## src/design/mem_sys_pkg.sv

```systemverilog
//////////////////////////////////////////////////////////////////////
// memory system package
// widths and address fields for the 16-bit cache and banked memory,
// plus the controller state and bank opcode enums
//////////////////////////////////////////////////////////////////////
package mem_sys_pkg;

   // byte address and data word
   localparam int ADDR_W = 16;
   localparam int DATA_W = 16;

   // address split is tag / index / word / byte
   // tag sits in bits 15 to 11
   localparam int TAG_W = 5;
   // line index in bits 10 to 3
   localparam int INDEX_W = 8;
   // word in line in bits 2 to 1, doubles as the bank number
   localparam int WORD_W = 2;

   // one bank per word of a line
   localparam int NUM_BANKS = 2 ** WORD_W;
   // word address inside one bank
   localparam int BANK_DEPTH_W = ADDR_W - 1 - WORD_W;

   typedef enum logic [1:0] {
      OP_NONE,
      OP_READ,
      OP_WRITE
   } bank_op_e;

   typedef enum logic [2:0] {
      ST_IDLE,
      ST_COMPARE,
      ST_WB_ISSUE,
      ST_WB_DRAIN,
      ST_FILL_ISSUE,
      ST_FILL_WAIT,
      ST_ACCESS,
      ST_DONE
   } ctrl_state_e;

endpackage

```

## src/design/cache_ctrl.sv

```systemverilog
//////////////////////////////////////////////////////////////////////
// cache controller
// FSM for host lookup, dirty victim writeback, line fill through the
// banks and the registered host response
//////////////////////////////////////////////////////////////////////
`timescale 1ns/1ps

module cache_ctrl import mem_sys_pkg::*; #(
   parameter int BANK_LATENCY = 4
) (
   input  logic               clk,
   input  logic               rst_n,
   input  logic [ADDR_W-1:0]  Addr,
   input  logic [DATA_W-1:0]  DataIn,
   input  logic               Rd,
   input  logic               Wr,
   input  logic               hit,
   input  logic               valid,
   input  logic               dirty,
   input  logic [TAG_W-1:0]   victim_tag,
   input  logic [DATA_W-1:0]  rd_data,
   input  logic               mem_accept,
   input  logic               fill_valid,
   output logic               lookup,
   output logic               wr_word,
   output logic [DATA_W-1:0]  wr_data,
   output logic [INDEX_W-1:0] index,
   output logic [WORD_W-1:0]  word,
   output logic [TAG_W-1:0]   tag,
   output logic               fill_en,
   output logic               mark_dirty,
   output bank_op_e           mem_op,
   output logic [ADDR_W-2:0]  mem_addr,
   output logic [DATA_W-1:0]  mem_wdata,
   output logic [DATA_W-1:0]  DataOut,
   output logic               Done,
   output logic               Stall,
   output logic               CacheHit,
   output logic               err
);
   localparam int WAIT_W = $clog2(BANK_LATENCY + 1);

   ctrl_state_e       state;
   ctrl_state_e       state_nxt;
   logic [WORD_W-1:0] issue_cnt;
   logic [WORD_W-1:0] fill_cnt;
   logic [WAIT_W-1:0] wait_cnt;
   logic              hit_q;
   logic              err_q;
   logic              req;
   logic              issued;
   logic              drain_end;

   assign req       = Rd | Wr;
   assign issued    = (mem_op != OP_NONE) && mem_accept;
   assign drain_end = (wait_cnt == WAIT_W'(BANK_LATENCY - 1));

   // address fields of the held host request
   assign tag   = Addr[ADDR_W-1 -: TAG_W];
   assign index = Addr[WORD_W+1 +: INDEX_W];

   assign wr_data   = DataIn;
   // writeback data comes straight off the lookup read port
   assign mem_wdata = rd_data;
   // lookup in ST_ACCESS refreshes this for the Done cycle
   assign DataOut   = rd_data;

   always_comb begin
      state_nxt  = state;
      lookup     = 1'b0;
      word       = Addr[1 +: WORD_W];
      wr_word    = 1'b0;
      mark_dirty = 1'b0;
      fill_en    = 1'b0;
      mem_op     = OP_NONE;
      mem_addr   = {tag, index, issue_cnt};
      case (state)
         ST_IDLE: begin
            if (req) begin
               // odd address gets no lookup, only err later
               lookup    = ~Addr[0];
               state_nxt = ST_COMPARE;
            end
         end
         ST_COMPARE: begin
            if (err_q || hit) begin
               state_nxt = ST_ACCESS;
            end else if (valid && dirty) begin
               // start walking the victim at word 0
               lookup    = 1'b1;
               word      = '0;
               state_nxt = ST_WB_ISSUE;
            end else begin
               state_nxt = ST_FILL_ISSUE;
            end
         end
         ST_WB_ISSUE: begin
            mem_op   = OP_WRITE;
            mem_addr = {victim_tag, index, issue_cnt};
            // next word read only once this one is taken
            lookup   = mem_accept;
            word     = issue_cnt + 1'b1;
            if (mem_accept && (issue_cnt == '1)) begin
               state_nxt = ST_WB_DRAIN;
            end
         end
         ST_WB_DRAIN: begin
            // let the writes settle before fill reads go out
            if (drain_end) begin
               state_nxt = ST_FILL_ISSUE;
            end
         end
         ST_FILL_ISSUE: begin
            mem_op = OP_READ;
            if (mem_accept && (issue_cnt == '1)) begin
               state_nxt = ST_FILL_WAIT;
            end
         end
         ST_FILL_WAIT: begin
            // fourth return commits the line
            if (fill_valid && (fill_cnt == '1)) begin
               fill_en   = 1'b1;
               state_nxt = ST_ACCESS;
            end
         end
         ST_ACCESS: begin
            if (!err_q) begin
               lookup     = Rd;
               wr_word    = Wr;
               mark_dirty = Wr;
            end
            state_nxt = ST_DONE;
         end
         ST_DONE: begin
            // request lines ignored here
            state_nxt = ST_IDLE;
         end
         default: begin
            state_nxt = ST_IDLE;
         end
      endcase
   end

   always_ff @(posedge clk) begin
      if (!rst_n) begin
         state     <= ST_IDLE;
         issue_cnt <= '0;
         fill_cnt  <= '0;
         wait_cnt  <= '0;
         hit_q     <= 1'b0;
         err_q     <= 1'b0;
         Done      <= 1'b0;
         Stall     <= 1'b0;
         CacheHit  <= 1'b0;
         err       <= 1'b0;
      end else begin
         state <= state_nxt;
         // both counters wrap back to 0 after four
         if (issued) begin
            issue_cnt <= issue_cnt + 1'b1;
         end
         if (fill_valid) begin
            fill_cnt <= fill_cnt + 1'b1;
         end
         if (state == ST_WB_DRAIN) begin
            wait_cnt <= drain_end ? '0 : wait_cnt + 1'b1;
         end
         if ((state == ST_IDLE) && req) begin
            err_q <= Addr[0];
         end
         if (state == ST_COMPARE) begin
            hit_q <= hit && !err_q;
         end
         // host response, one-cycle pulses in ST_DONE
         Done     <= (state == ST_ACCESS);
         CacheHit <= (state == ST_ACCESS) && hit_q;
         err      <= (state == ST_ACCESS) && err_q;
         Stall    <= (state_nxt != ST_IDLE) && (state_nxt != ST_DONE);
      end
   end

endmodule

```

## config.mk

```make
export PLATFORM = sky130hd
export DESIGN_NAME = cache_ctrl
export DESIGN_NICKNAME = d
export VERILOG_FILES = /design/src/design/mem_sys_pkg.sv /design/src/design/cache_ctrl.sv
export SDC_FILE = /design/constraint.sdc
export NUM_CORES = 1
export LEC_CHECK = 0
export ABC_AREA = 1
export CAP_MARGIN = 20
export CORE_AREA = 10 10 81 83
export DETAILED_ROUTE_END_ITERATION = 10
export DIE_AREA = 0 0 91 93
export DONT_BUFFER_PORTS = 1
export PLACE_DENSITY = 0.53
export SYNTH_ARGS = -nofsm -noshare
export SYNTH_HDL_FRONTEND = slang
export SYNTH_SLANG_ARGS = --single-unit
```

## constraint.sdc

```tcl
create_clock -name clk -period 3.1 [get_ports clk]
set_input_delay 0.465 -clock clk [delete_from_list [all_inputs] [get_ports clk]]
set_output_delay 0.465 -clock clk [all_outputs]
set_load 0.02 [all_outputs]
```

* Word-level counts from Yosys, hierarchy flattened
Index checks and enable logic that the tools add are counted.
Cells by class: reduce and logical (&&, ||, !) cells 14, equality and inequality tests 11, mux-type cells 23, bitwise gates (word level) 2, add/subtract/negate cells 3
Operators with widths (count):
- $mux W3 | 8
- $pmux W3 S8 | 1
- $mux W15 | 1
- $eq A3 B3 Y1 const B | 4
- $eq A3 B2 Y1 const B | 3
- $logic_and A1 B1 Y1 | 9
- $mux W1 | 8
- $pmux W2 S2 | 2
- $add A2 B1 Y2 const B | 2
- $eq A2 B2 Y1 const B | 2
- $mux W2 | 2
- $pmux W1 S4 | 1
- $add A3 B1 Y3 const B | 1
- $eq A3 B1 Y1 const B | 1
- $logic_not A3 Y1 | 1
- $ne A3 B3 Y1 const B | 1
- $reduce_bool A3 Y1 | 1
- $reduce_bool A2 Y1 | 1
- $logic_not A1 Y1 | 1
- $logic_or A1 B1 Y1 | 1
- $not A1 Y1 | 1
- $or A1 B1 Y1 | 1
Word-level totals: flip-flop bits (word level) 16, output and inout bits 88, input bits 62, word-level logic and storage cells 63

* Longest topological paths before layout
Gate-level depths: netlist (run 1).
word-level depth 6, mapped depth 11, mapped depth without buffers 10

* Least setup slack after synthesis (run 1)
Ideal clock, no wire load.
path kind reg2out, start register state[1], end output port wr_word, data required time 2.635 ns, cell stages (with the launch flop) 7, path buffers 2, path slack 1.392 ns, arrival time 1.243 ns, cells stage by stage dfxtp_1 > buf_6 > nand2_2 > inv_1 > nand2_1 > nor2_1 > buf_4
On the way: longest elaborated chain between the ends 2
Ends and longest elaborated chain:
- from (decl) | RTL line cache_ctrl.sv:43 | ctrl_state_e state;
- from (signal assigned) | RTL line cache_ctrl.sv:157 | state <= state_nxt;
- $eq A3 B3 Y1
- $mux W1
- to (decl) | RTL line cache_ctrl.sv:25 | output logic wr_word,
Every way passes these cells.

* Worst setup path in the final report (run 1)
Ends and elaborated chain as after synthesis.

==> run_results.csv, run 1 <==
group,metric,value,unit
outcome,status,"finished, final reports clean",
die,start_util,28.9,%
sta,worst_slew_pin_slew,0.723,ns
synthesis,synth_largest_area_cell,"buf_4",
die,fp-row-count,26,
synthesis,synth_fp_nets,277,
clocking,cts_hold_buffers,0,
synthesis,synth_ff_type,"dfxtp_1",
setup_path,cp-end-kind,"output pin",
power,switching_power,0.000459,W
hold_path,min-delay-start,"fill_valid",
power,p_clk_share,20.0,%
die,dieArea,8460,µm²
clocking,clock-sinks,16,
cells_and_area,syn2layout_area_growth,-27.8,%
hold_path,min_path_type,"input pin to flip-flop",
grt,grt_overflow,0,
clocking,htree_levels,1,
synthesis,syn_area_per_cell,6.82,µm²
routing,avgRoutedWirePerCell,14.7,µm
clocking,clk_latency,0.25,ns
power,peakVddDrop,0.000299,V
clocking,cts_buffers,3,
routing,vias,923,
grt,antenna_found_initial,0,
run,drv_cap,0,
routing,viasPerCell,4.31,
clocking,cts_buffer_depth,2,
sta,final_hold_viol_count,0,
setup_path,slowest_delay,0.59,ns
cells_and_area,drive_above_1_share,9.03,%
hold_path,hold_end,"fill_cnt[1]",
routing,dr.pass1.iters,4,
clocking,postCtsSetupRepairBufs,0,
setup_path,critPathRequiredTime,2.63,ns
grt,grt_start_max_net_pins,12,
sta,max_freq,0.464,GHz
grt,grt_util_all_layers,7.38,%
synthesis,synth.yosys.seq_area_share,22.1,%
placement,io_buffers,0,
power,p_total,0.000945,W
cells_and_area,antenna_cells,0,
setup_path,crit_chain,"nand2_2, inv_1, nand2_1, nor2_1",
clocking,cts_resized,0,
die,core_area,5010,µm²
setup_path,critPathMaxFanout,8,
routing,drc,0,
synthesis,synth.top_cell.area_share,36.9,%
die,die_x,91,µm
power,intPower,0.000486,W
synthesis,yosysUniqueCellTypes,24,
clocking,cts_tree,"done",
die,die_h,93,µm
cells_and_area,fillers,593,
power,p_comb_share,44.2,%
sta,clock_skew,0.000657,ns
clocking,root_buffer,"clkbuf_8",
placement,place_congestion,0.897,
power,swShare,48.5,%
synthesis,ys_ff_latch,16,
routing,drt_iter0_markers,50,
cells_and_area,nNetsFinal,210,
sta,fin_tns_setup,0,ns
routing,antenna_left,0,
sta,setup_viol,0,
synthesis,yosys_warnings,0,
setup_path,reg2reg_from,"state[0]",
setup_path,startpoint_type,"flip-flop",
setup_path,worstPathArrival,1.69,ns
synthesis,yosys-top-cells-area,"buf_4, dfxtp_1, nand2_1",
hold_path,whs_path_depth,1,
die,ios,150,
sta,grt_setup_unrepaired,"no",
sta,final.setup.worst_slack,0.943,ns
setup_path,ff2ff_setup_slack,1.63,ns
setup_path,crit_path_top_delay_cell,"nor2_1",
placement,hpwlAfterDp,2.62,mm
setup_path,reg2reg_depth,10,
synthesis,ys_async_sr_fraction,0,%
sta,min_period,2.16,ns
setup_path,path_class,"flip-flop to output pin",
cells_and_area,layoutNonFillerInstCount,214,
synthesis,netlist_area,1450,µm²
synthesis,synth_common_cells,"buf_4, nand2_1, nor2_1",
sta,max_slew_margin,51.6,%
routing,drt-total-wl,3.15,mm
clocking,path_clk_slew,0.07,ns
sta,fin_crit_sh,69.6,%
synthesis,synth-edff-count,0,
synthesis,syn-instance-count,212,
grt,grt_pass1_wl,5.06,mm
placement,place_ws,1.21,ns
grt,first_global_vias,910,
synthesis,synth.most_common_cell,"buf_4",
power,power.leakage,0.510,nW
placement,place_inst,210,
power,p_per_area,905,nW/µm²
setup_path,r2r-end,"Stall",
power,p_seq_share,35.8,%
sta,slew_viol_final,0,
per-stage QoR:
step,instance area [µm²],utilization (%),hold slack (ns)
floorplan,1450,-,0.432
global placement,990,19.8,0.444
detailed placement,990,19.8,0.447
CTS,1040,20.9,0.299
global route,1040,20.9,0.300
finish,1040,20.9,0.302
flip-flops by register name (all words and copies together), names as in the netlist:
name / flops
state: 3
err_q: 1
wait_cnt: 3
fill_cnt: 2
CacheHit: 1
issue_cnt: 2
Stall: 1
Done: 1
err: 1
hit_q: 1
cell type report:
type                       instances  area, µm²  area share [%]
clock buffer                       4       55.1            5.27
inverter                          19       71.3            6.83
multi-input combinational        105        510            48.9
sequential                        16        320            30.7
tap                               70       87.6            8.38
worst max-delay path, delay by kind of cell (launching register included):
family | cells | cell delay (ns)
buf+inv | 1 | 0.11
flops | 1 | 0.50
simple gates | 3 | 0.83
worst max path at each step:
| stage | from | endpoint | cells after the start | slack [ns] |
|---|---|---|---|---|
| 4_1_cts | state[1] | wr_word | 4 | 0.93 |
| 5_1_grt | state[1] | mark_dirty | 4 | 0.77 |
| 6_report | state[1] | wr_word | 4 | 0.94 |
| 3_5_place_dp | state[1] | mark_dirty | 4 | 1.21 |
| 2_1_floorplan | state[1] | wr_word | 6 | 1.39 |
| 3_3_place_gp | state[1] | wr_word | 4 | 1.24 |
cell families after synthesis:
logic type	after synthesis	share of synthesized area (%)
AO/OA/AOI/OAI	17	6.49
XOR/XNOR	1	0.606
adder cells (fa/ha/maj)	3	2.60
buffers and inverters	91	42.6
flip-flops	16	22.1
AND/OR/NAND/NOR	84	25.6
per-layer routing:
| metal | share of wire, % | vias up | GRT usage [%] |
|---|---|---|---|
| li1 | - | 457 | - |
| met4 | 6.4 | 0 | 7.83 |
| met5 | 0 | - | 0 |
| met2 | 45 | 51 | 10.9 |
| met1 | 37 | 392 | 7.80 |
| met3 | 12 | 23 | 2.72 |
placed cells by master, fill, tap and decap left out:
cell       synthesis  routed
nor2_1            18      18
o21ai_0            5       5
clkbuf_8           0       4
nor3_1             3       3
inv_1             16      16
nor2_4             1       1
ha_1               3       3
o2111ai_1          1       1
clkinv_1           1       1
xnor2_1            1       1
o21ai_1            2       2
nand2_2            3       3
nand3_1           12      12
nor2_2             2       2
nand4_1            1       1
nand3_2            1       1
dfxtp_1           16      16
a211oi_1           1       1
nand2_1           41      41
o211ai_1           1       1
a21oi_1            7       7
nor3b_1            2       2
inv_2              2       2
power by group through the flow:
stage               sequential, W  combinational (W)  clock (W)
floorplan                0.000307           0.000516          0
global placement         0.000341           0.000420          0
detailed placement       0.000344           0.000419          0
CTS                      0.000340           0.000422   0.000196
global route             0.000350           0.000485   0.000207
finish                   0.000338           0.000418   0.000189
Power figures use the tool's default switching activity.
==> run 2: changes to the inputs <==
Clock period 3.1 ns to 2.02 ns, I/O delays scaled along.
==> run_results.csv, run 2 (same netlist as run 1, synthesis figures left out) <==
group,metric,value,unit
power,p_total,0.00150,W
cells_and_area,layoutNonFillerInstCount,218,
routing,antenna_left,0,
clocking,clock-sinks,16,
grt,grt_util_met3,3.60,%
setup_path,worstPathArrival,1.56,ns
die,die_x,91,µm
sta,fin_crit_sh,92.5,%
power,p_clk_share,20.2,%
power,power.leakage,0.532,nW
die,start_util,28.9,%
clocking,clk_latency,0.26,ns
grt,grt_util_all_layers,7.62,%
clocking,cts_buffers,3,
power,swShare,48.0,%
cells_and_area,utilization,21.5,%
sta,grt_setup_unrepaired,"no",
grt,antenna_found_initial,0,
cells_and_area,syn2layout_area_growth,-25.5,%
sta,slew_viol_final,0,
clocking,postCtsSetupRepairBufs,0,
grt,grt-busiest-layer,"met2",
grt,grt_overflow,0,
clocking,htree_levels,1,
clocking,path_clk_slew,0.07,ns
grt,grt_start_max_net_pins,12,
sta,clock_skew,0.00400,ns
outcome,status,"finished, final reports clean",
placement,place_congestion,0.845,
grt,use_met2,11.6,%
setup_path,path_class,"flip-flop to output pin",
sta,fin_tns_setup,0,ns
power,p_comb_share,46.2,%
routing,drt_iter0_markers,53,
sta,min_period,1.87,ns
placement,place_inst,214,
clocking,root_buffer,"clkbuf_8",
sta,setup_viol,0,
power,peakVddDrop,0.000461,V
routing,vias,924,
power,intPower,0.000781,W
sta,hold_slack,0.131,ns
cells_and_area,top_regs,"state (3), wait_cnt (3)",
clocking,cts_tree,"done",
routing,viasPerCell,4.24,
run,drv_cap,0,
sta,worst_slew_pin_slew,0.526,ns
cells_and_area,antenna_cells,0,
grt,first_global_vias,963,
die,core_area,5010,µm²
power,p_per_area,1390,nW/µm²
grt,grtUsageMet1,7.22,%
sta,final_hold_viol_count,0,
hold_path,min_path_type,"input pin to flip-flop",
placement,io_buffers,0,
die,dieArea,8460,µm²
routing,drc,0,
die,fp-row-count,26,
setup_path,startpoint_type,"flip-flop",
grt,grt_pass1_wl,5.16,mm
cells_and_area,drive_above_1_share,12.8,%
sta,max_slew_margin,64.9,%
die,ios,150,
setup_path,critPathMaxFanout,11,
routing,dr.pass1.iters,4,
setup_path,critPathRequiredTime,1.72,ns
clocking,cts_hold_buffers,0,
setup_path,cp-end-kind,"output pin",
die,die_h,93,µm
power,p_seq_share,33.5,%
routing,avgRoutedWirePerCell,14.8,µm
placement,hpwlAfterDp,2.62,mm
cells_and_area,layout_common_cells,"nand2_1, nor2_1, inv_1",
clocking,cts_buffer_depth,2,
sta,max_freq,0.535,GHz
cells_and_area,final_common_cell,"nand2_1",
cells_and_area,nNetsFinal,214,
power,switching_power,0.000722,W
routing,drt-total-wl,3.22,mm
run 2: cell types whose count changed in the layout (fill, tap and decap cells not counted), sizes merged:
cell  previous run  this run
buf              0         4
run 2: layer usage:
| layer | vias up | share of wire, % | wire length, µm |
|---|---|---|---|
| li1 | 463 | - | - |
| met1 | 393 | 38 | 1210 |
| met2 | 43 | 43 | 1400 |
| met3 | 25 | 12 | 391 |
| met4 | 0 | 6.8 | 220 |
| met5 | - | 0 | 0 |
run 2: final timing paths:
path                from           to  slack (ns)  cells after the start
min reg2reg  wait_cnt[2]  wait_cnt[2]        0.45                      2
min           fill_valid  fill_cnt[1]        0.13                      1
max             state[0]       lookup        0.15                      7
max reg2reg     state[2]        Stall        0.61                      8
run 2: final cells by class:
class                           count  area (µm²)
Fill cell                         590        3930
Sequential cell                    16         323
Inverter                           19        71.3
Tap cell                           70        87.6
Timing Repair Buffer                4        30.0
Multi-Input combinational cell    105         510
Clock buffer                        4        55.1
run 2: critical path, cell delays in order, from the launching register on:
cell and delay, ns:
dfxtp_2 0.44, inv_1 0.07, nand2_2 0.07, inv_1 0.07, nand2_2 0.15, inv_2 0.14, nand2_1 0.08, o2111ai_1 0.27
run 2: power groups by stage:
| stage | Sequential, W | Combinational (W) | Clock, W |
|---|---|---|---|
| 3_3_place_gp | 0.000505 | 0.000702 | 0 |
| 6_report | 0.000504 | 0.000694 | 0.000304 |
| 5_1_grt | 0.000520 | 0.000790 | 0.000328 |
| 4_1_cts | 0.000502 | 0.000702 | 0.000312 |
| 3_5_place_dp | 0.000505 | 0.000697 | 0 |
| 2_1_floorplan | 0.000472 | 0.000792 | 0 |
run 2: timing repair:
item,CTS,global route
pin swaps,0,0
resized for setup,1,1
setup endpoints to repair,1,4
run 2: through the flow:
step,setup slack [ns],area [µm²]
after global placement,0.358,1020
after CTS,0.0879,1080
after detailed placement,0.303,1020
after floorplan,0.474,1450
final,0.152,1080
after global routing,0.0216,1080
==> run 3: changes to the inputs <==
Settings changed: CORE_AREA 10 10 81 83 to 10 10 85 79, DIE_AREA 0 0 91 93 to 0 0 95 89.
==> run_results.csv, run 3 (same netlist as run 1, synthesis figures left out) <==
group,metric,value,unit
placement,hpwlAfterDp,2.32,mm
grt,antenna_found_initial,0,
die,dieArea,8460,µm²
clocking,postCtsSetupRepairBufs,0,
placement,io_buffers,0,
setup_path,crit_path_top_delay_cell,"dfxtp_1",
die,start_util,28.5,%
die,ios,150,
cells_and_area,utilization,21.0,%
sta,slew_viol_final,0,
placement,place_area,1010,µm²
grt,grt_util_all_layers,6.78,%
setup_path,path_class,"flip-flop to output pin",
power,p_per_area,1380,nW/µm²
routing,vias,897,
cells_and_area,final_area,1060,µm²
cells_and_area,layout_common_cells,"nand2_1, nor2_1, inv_1",
clocking,cts_resized,0,
sta,fin_crit_sh,93.4,%
sta,max_slew_margin,65.7,%
setup_path,critPathMaxFanout,9,
sta,min_period,1.89,ns
clocking,htree_levels,1,
grt,grt_start_max_net_pins,12,
clocking,cts_buffer_depth,2,
routing,viasPerCell,4.19,
placement,place_congestion,0.790,
setup_path,cp_common_cell,"nand2_2",
hold_path,min_path_type,"input pin to flip-flop",
clocking,path_clk_slew,0.06,ns
clocking,clock-sinks,16,
setup_path,critPathRequiredTime,1.72,ns
routing,drc,0,
run,drv_cap,0,
die,die_h,89,µm
setup_path,cp-end-kind,"output pin",
grt,first_global_vias,900,
clocking,cts_hold_buffers,0,
setup_path,path_buf_inv,2,
sta,setup_viol,0,
clocking,clk_latency,0.26,ns
routing,avgRoutedWirePerCell,13.3,µm
cells_and_area,nNetsFinal,213,
routing,drt_iter0_markers,46,
sta,fin_tns_setup,0,ns
grt,grt_pass1_wl,4.38,mm
power,peakVddDrop,0.000302,V
sta,final_hold_viol_count,0,
cells_and_area,top_regs,"state (3), wait_cnt (3)",
routing,drt-total-wl,2.85,mm
setup_path,slowest_delay,0.50,ns
setup_path,worstPathArrival,1.58,ns
setup_path,crit_chain,"nand2_2, inv_1, nand2_2, inv_2, nand2_1, o2111ai_1",
clocking,cts_tree,"done",
sta,worst_slew_pin_slew,0.514,ns
setup_path,cp_top_family,"flip-flops",
sta,hold_slack,0.143,ns
grt,grt_overflow,0,
cells_and_area,drive_above_1_share,11.6,%
cells_and_area,syn2layout_area_growth,-26.4,%
power,p_total,0.00147,W
die,core_area,5070,µm²
outcome,status,"finished, final reports clean",
sta,clock_skew,0.00861,ns
routing,dr.pass1.iters,4,
sta,grt_setup_unrepaired,"no",
die,die_x,95,µm
cells_and_area,final_common_cell,"nand2_1",
setup_path,startpoint_type,"flip-flop",
sta,max_freq,0.530,GHz
routing,antenna_left,0,
clocking,root_buffer,"clkbuf_8",
cells_and_area,antenna_cells,0,
clocking,cts_buffers,3,
power,power.leakage,0.526,nW
die,fp-row-count,25,
[run 3: worst paths after layout]
check,depth (start not counted),slack [ns],from,to
worst min-delay path,1,0.14,fill_valid,fill_cnt[1]
worst max register to register,9,0.62,state[1],Stall
worst min register to register,2,0.45,wait_cnt[2],wait_cnt[2]
worst max-delay path,6,0.13,state[1],lookup
[run 3: layer usage]
layer | part of all wire, % | routed length [µm] | GRT usage (%)
met2 | 47 | 1330 | 9.98
met3 | 13 | 380 | 4.20
met1 | 37 | 1050 | 6.69
met5 | 0 | 0 | 0
met4 | 3.2 | 91 | 5.71
[run 3: through the flow]
step	cells	worst slack, ns
final	214	0.133
after global routing	214	0.0148
after CTS	214	0.0499
after detailed placement	210	0.329
after global placement	210	0.366
after floorplan	212	0.474
[run 3: power by group]
part	internal (W)	total, W	leakage [nW]	switching, W
sequential	0.000393	0.000511	0.131	0.000118
clock	0.000173	0.000288	0.0288	0.000115
combinational	0.000203	0.000666	0.366	0.000463
[run 3: worst register-to-register path, stage by stage (launching register included)]
cell and delay (ns):
dfxtp_1 0.50, nand2_2 0.11, inv_1 0.11, nand2_1 0.16, nand2_1 0.11, nor2_1 0.05, nand3_1 0.11, nand2_1 0.07
nand2_1 0.06, nand2_1 0.05
[run 3: area by class of cell]
cell class / instances / area [µm²]
inverters: 19 / 71.3
fillers: 589 / 4000
well taps: 67 / 83.8
flip-flops and latches: 16 / 322
clock buffers: 4 / 55.1
repair buffers: 3 / 22.5
multi-input cells: 105 / 510
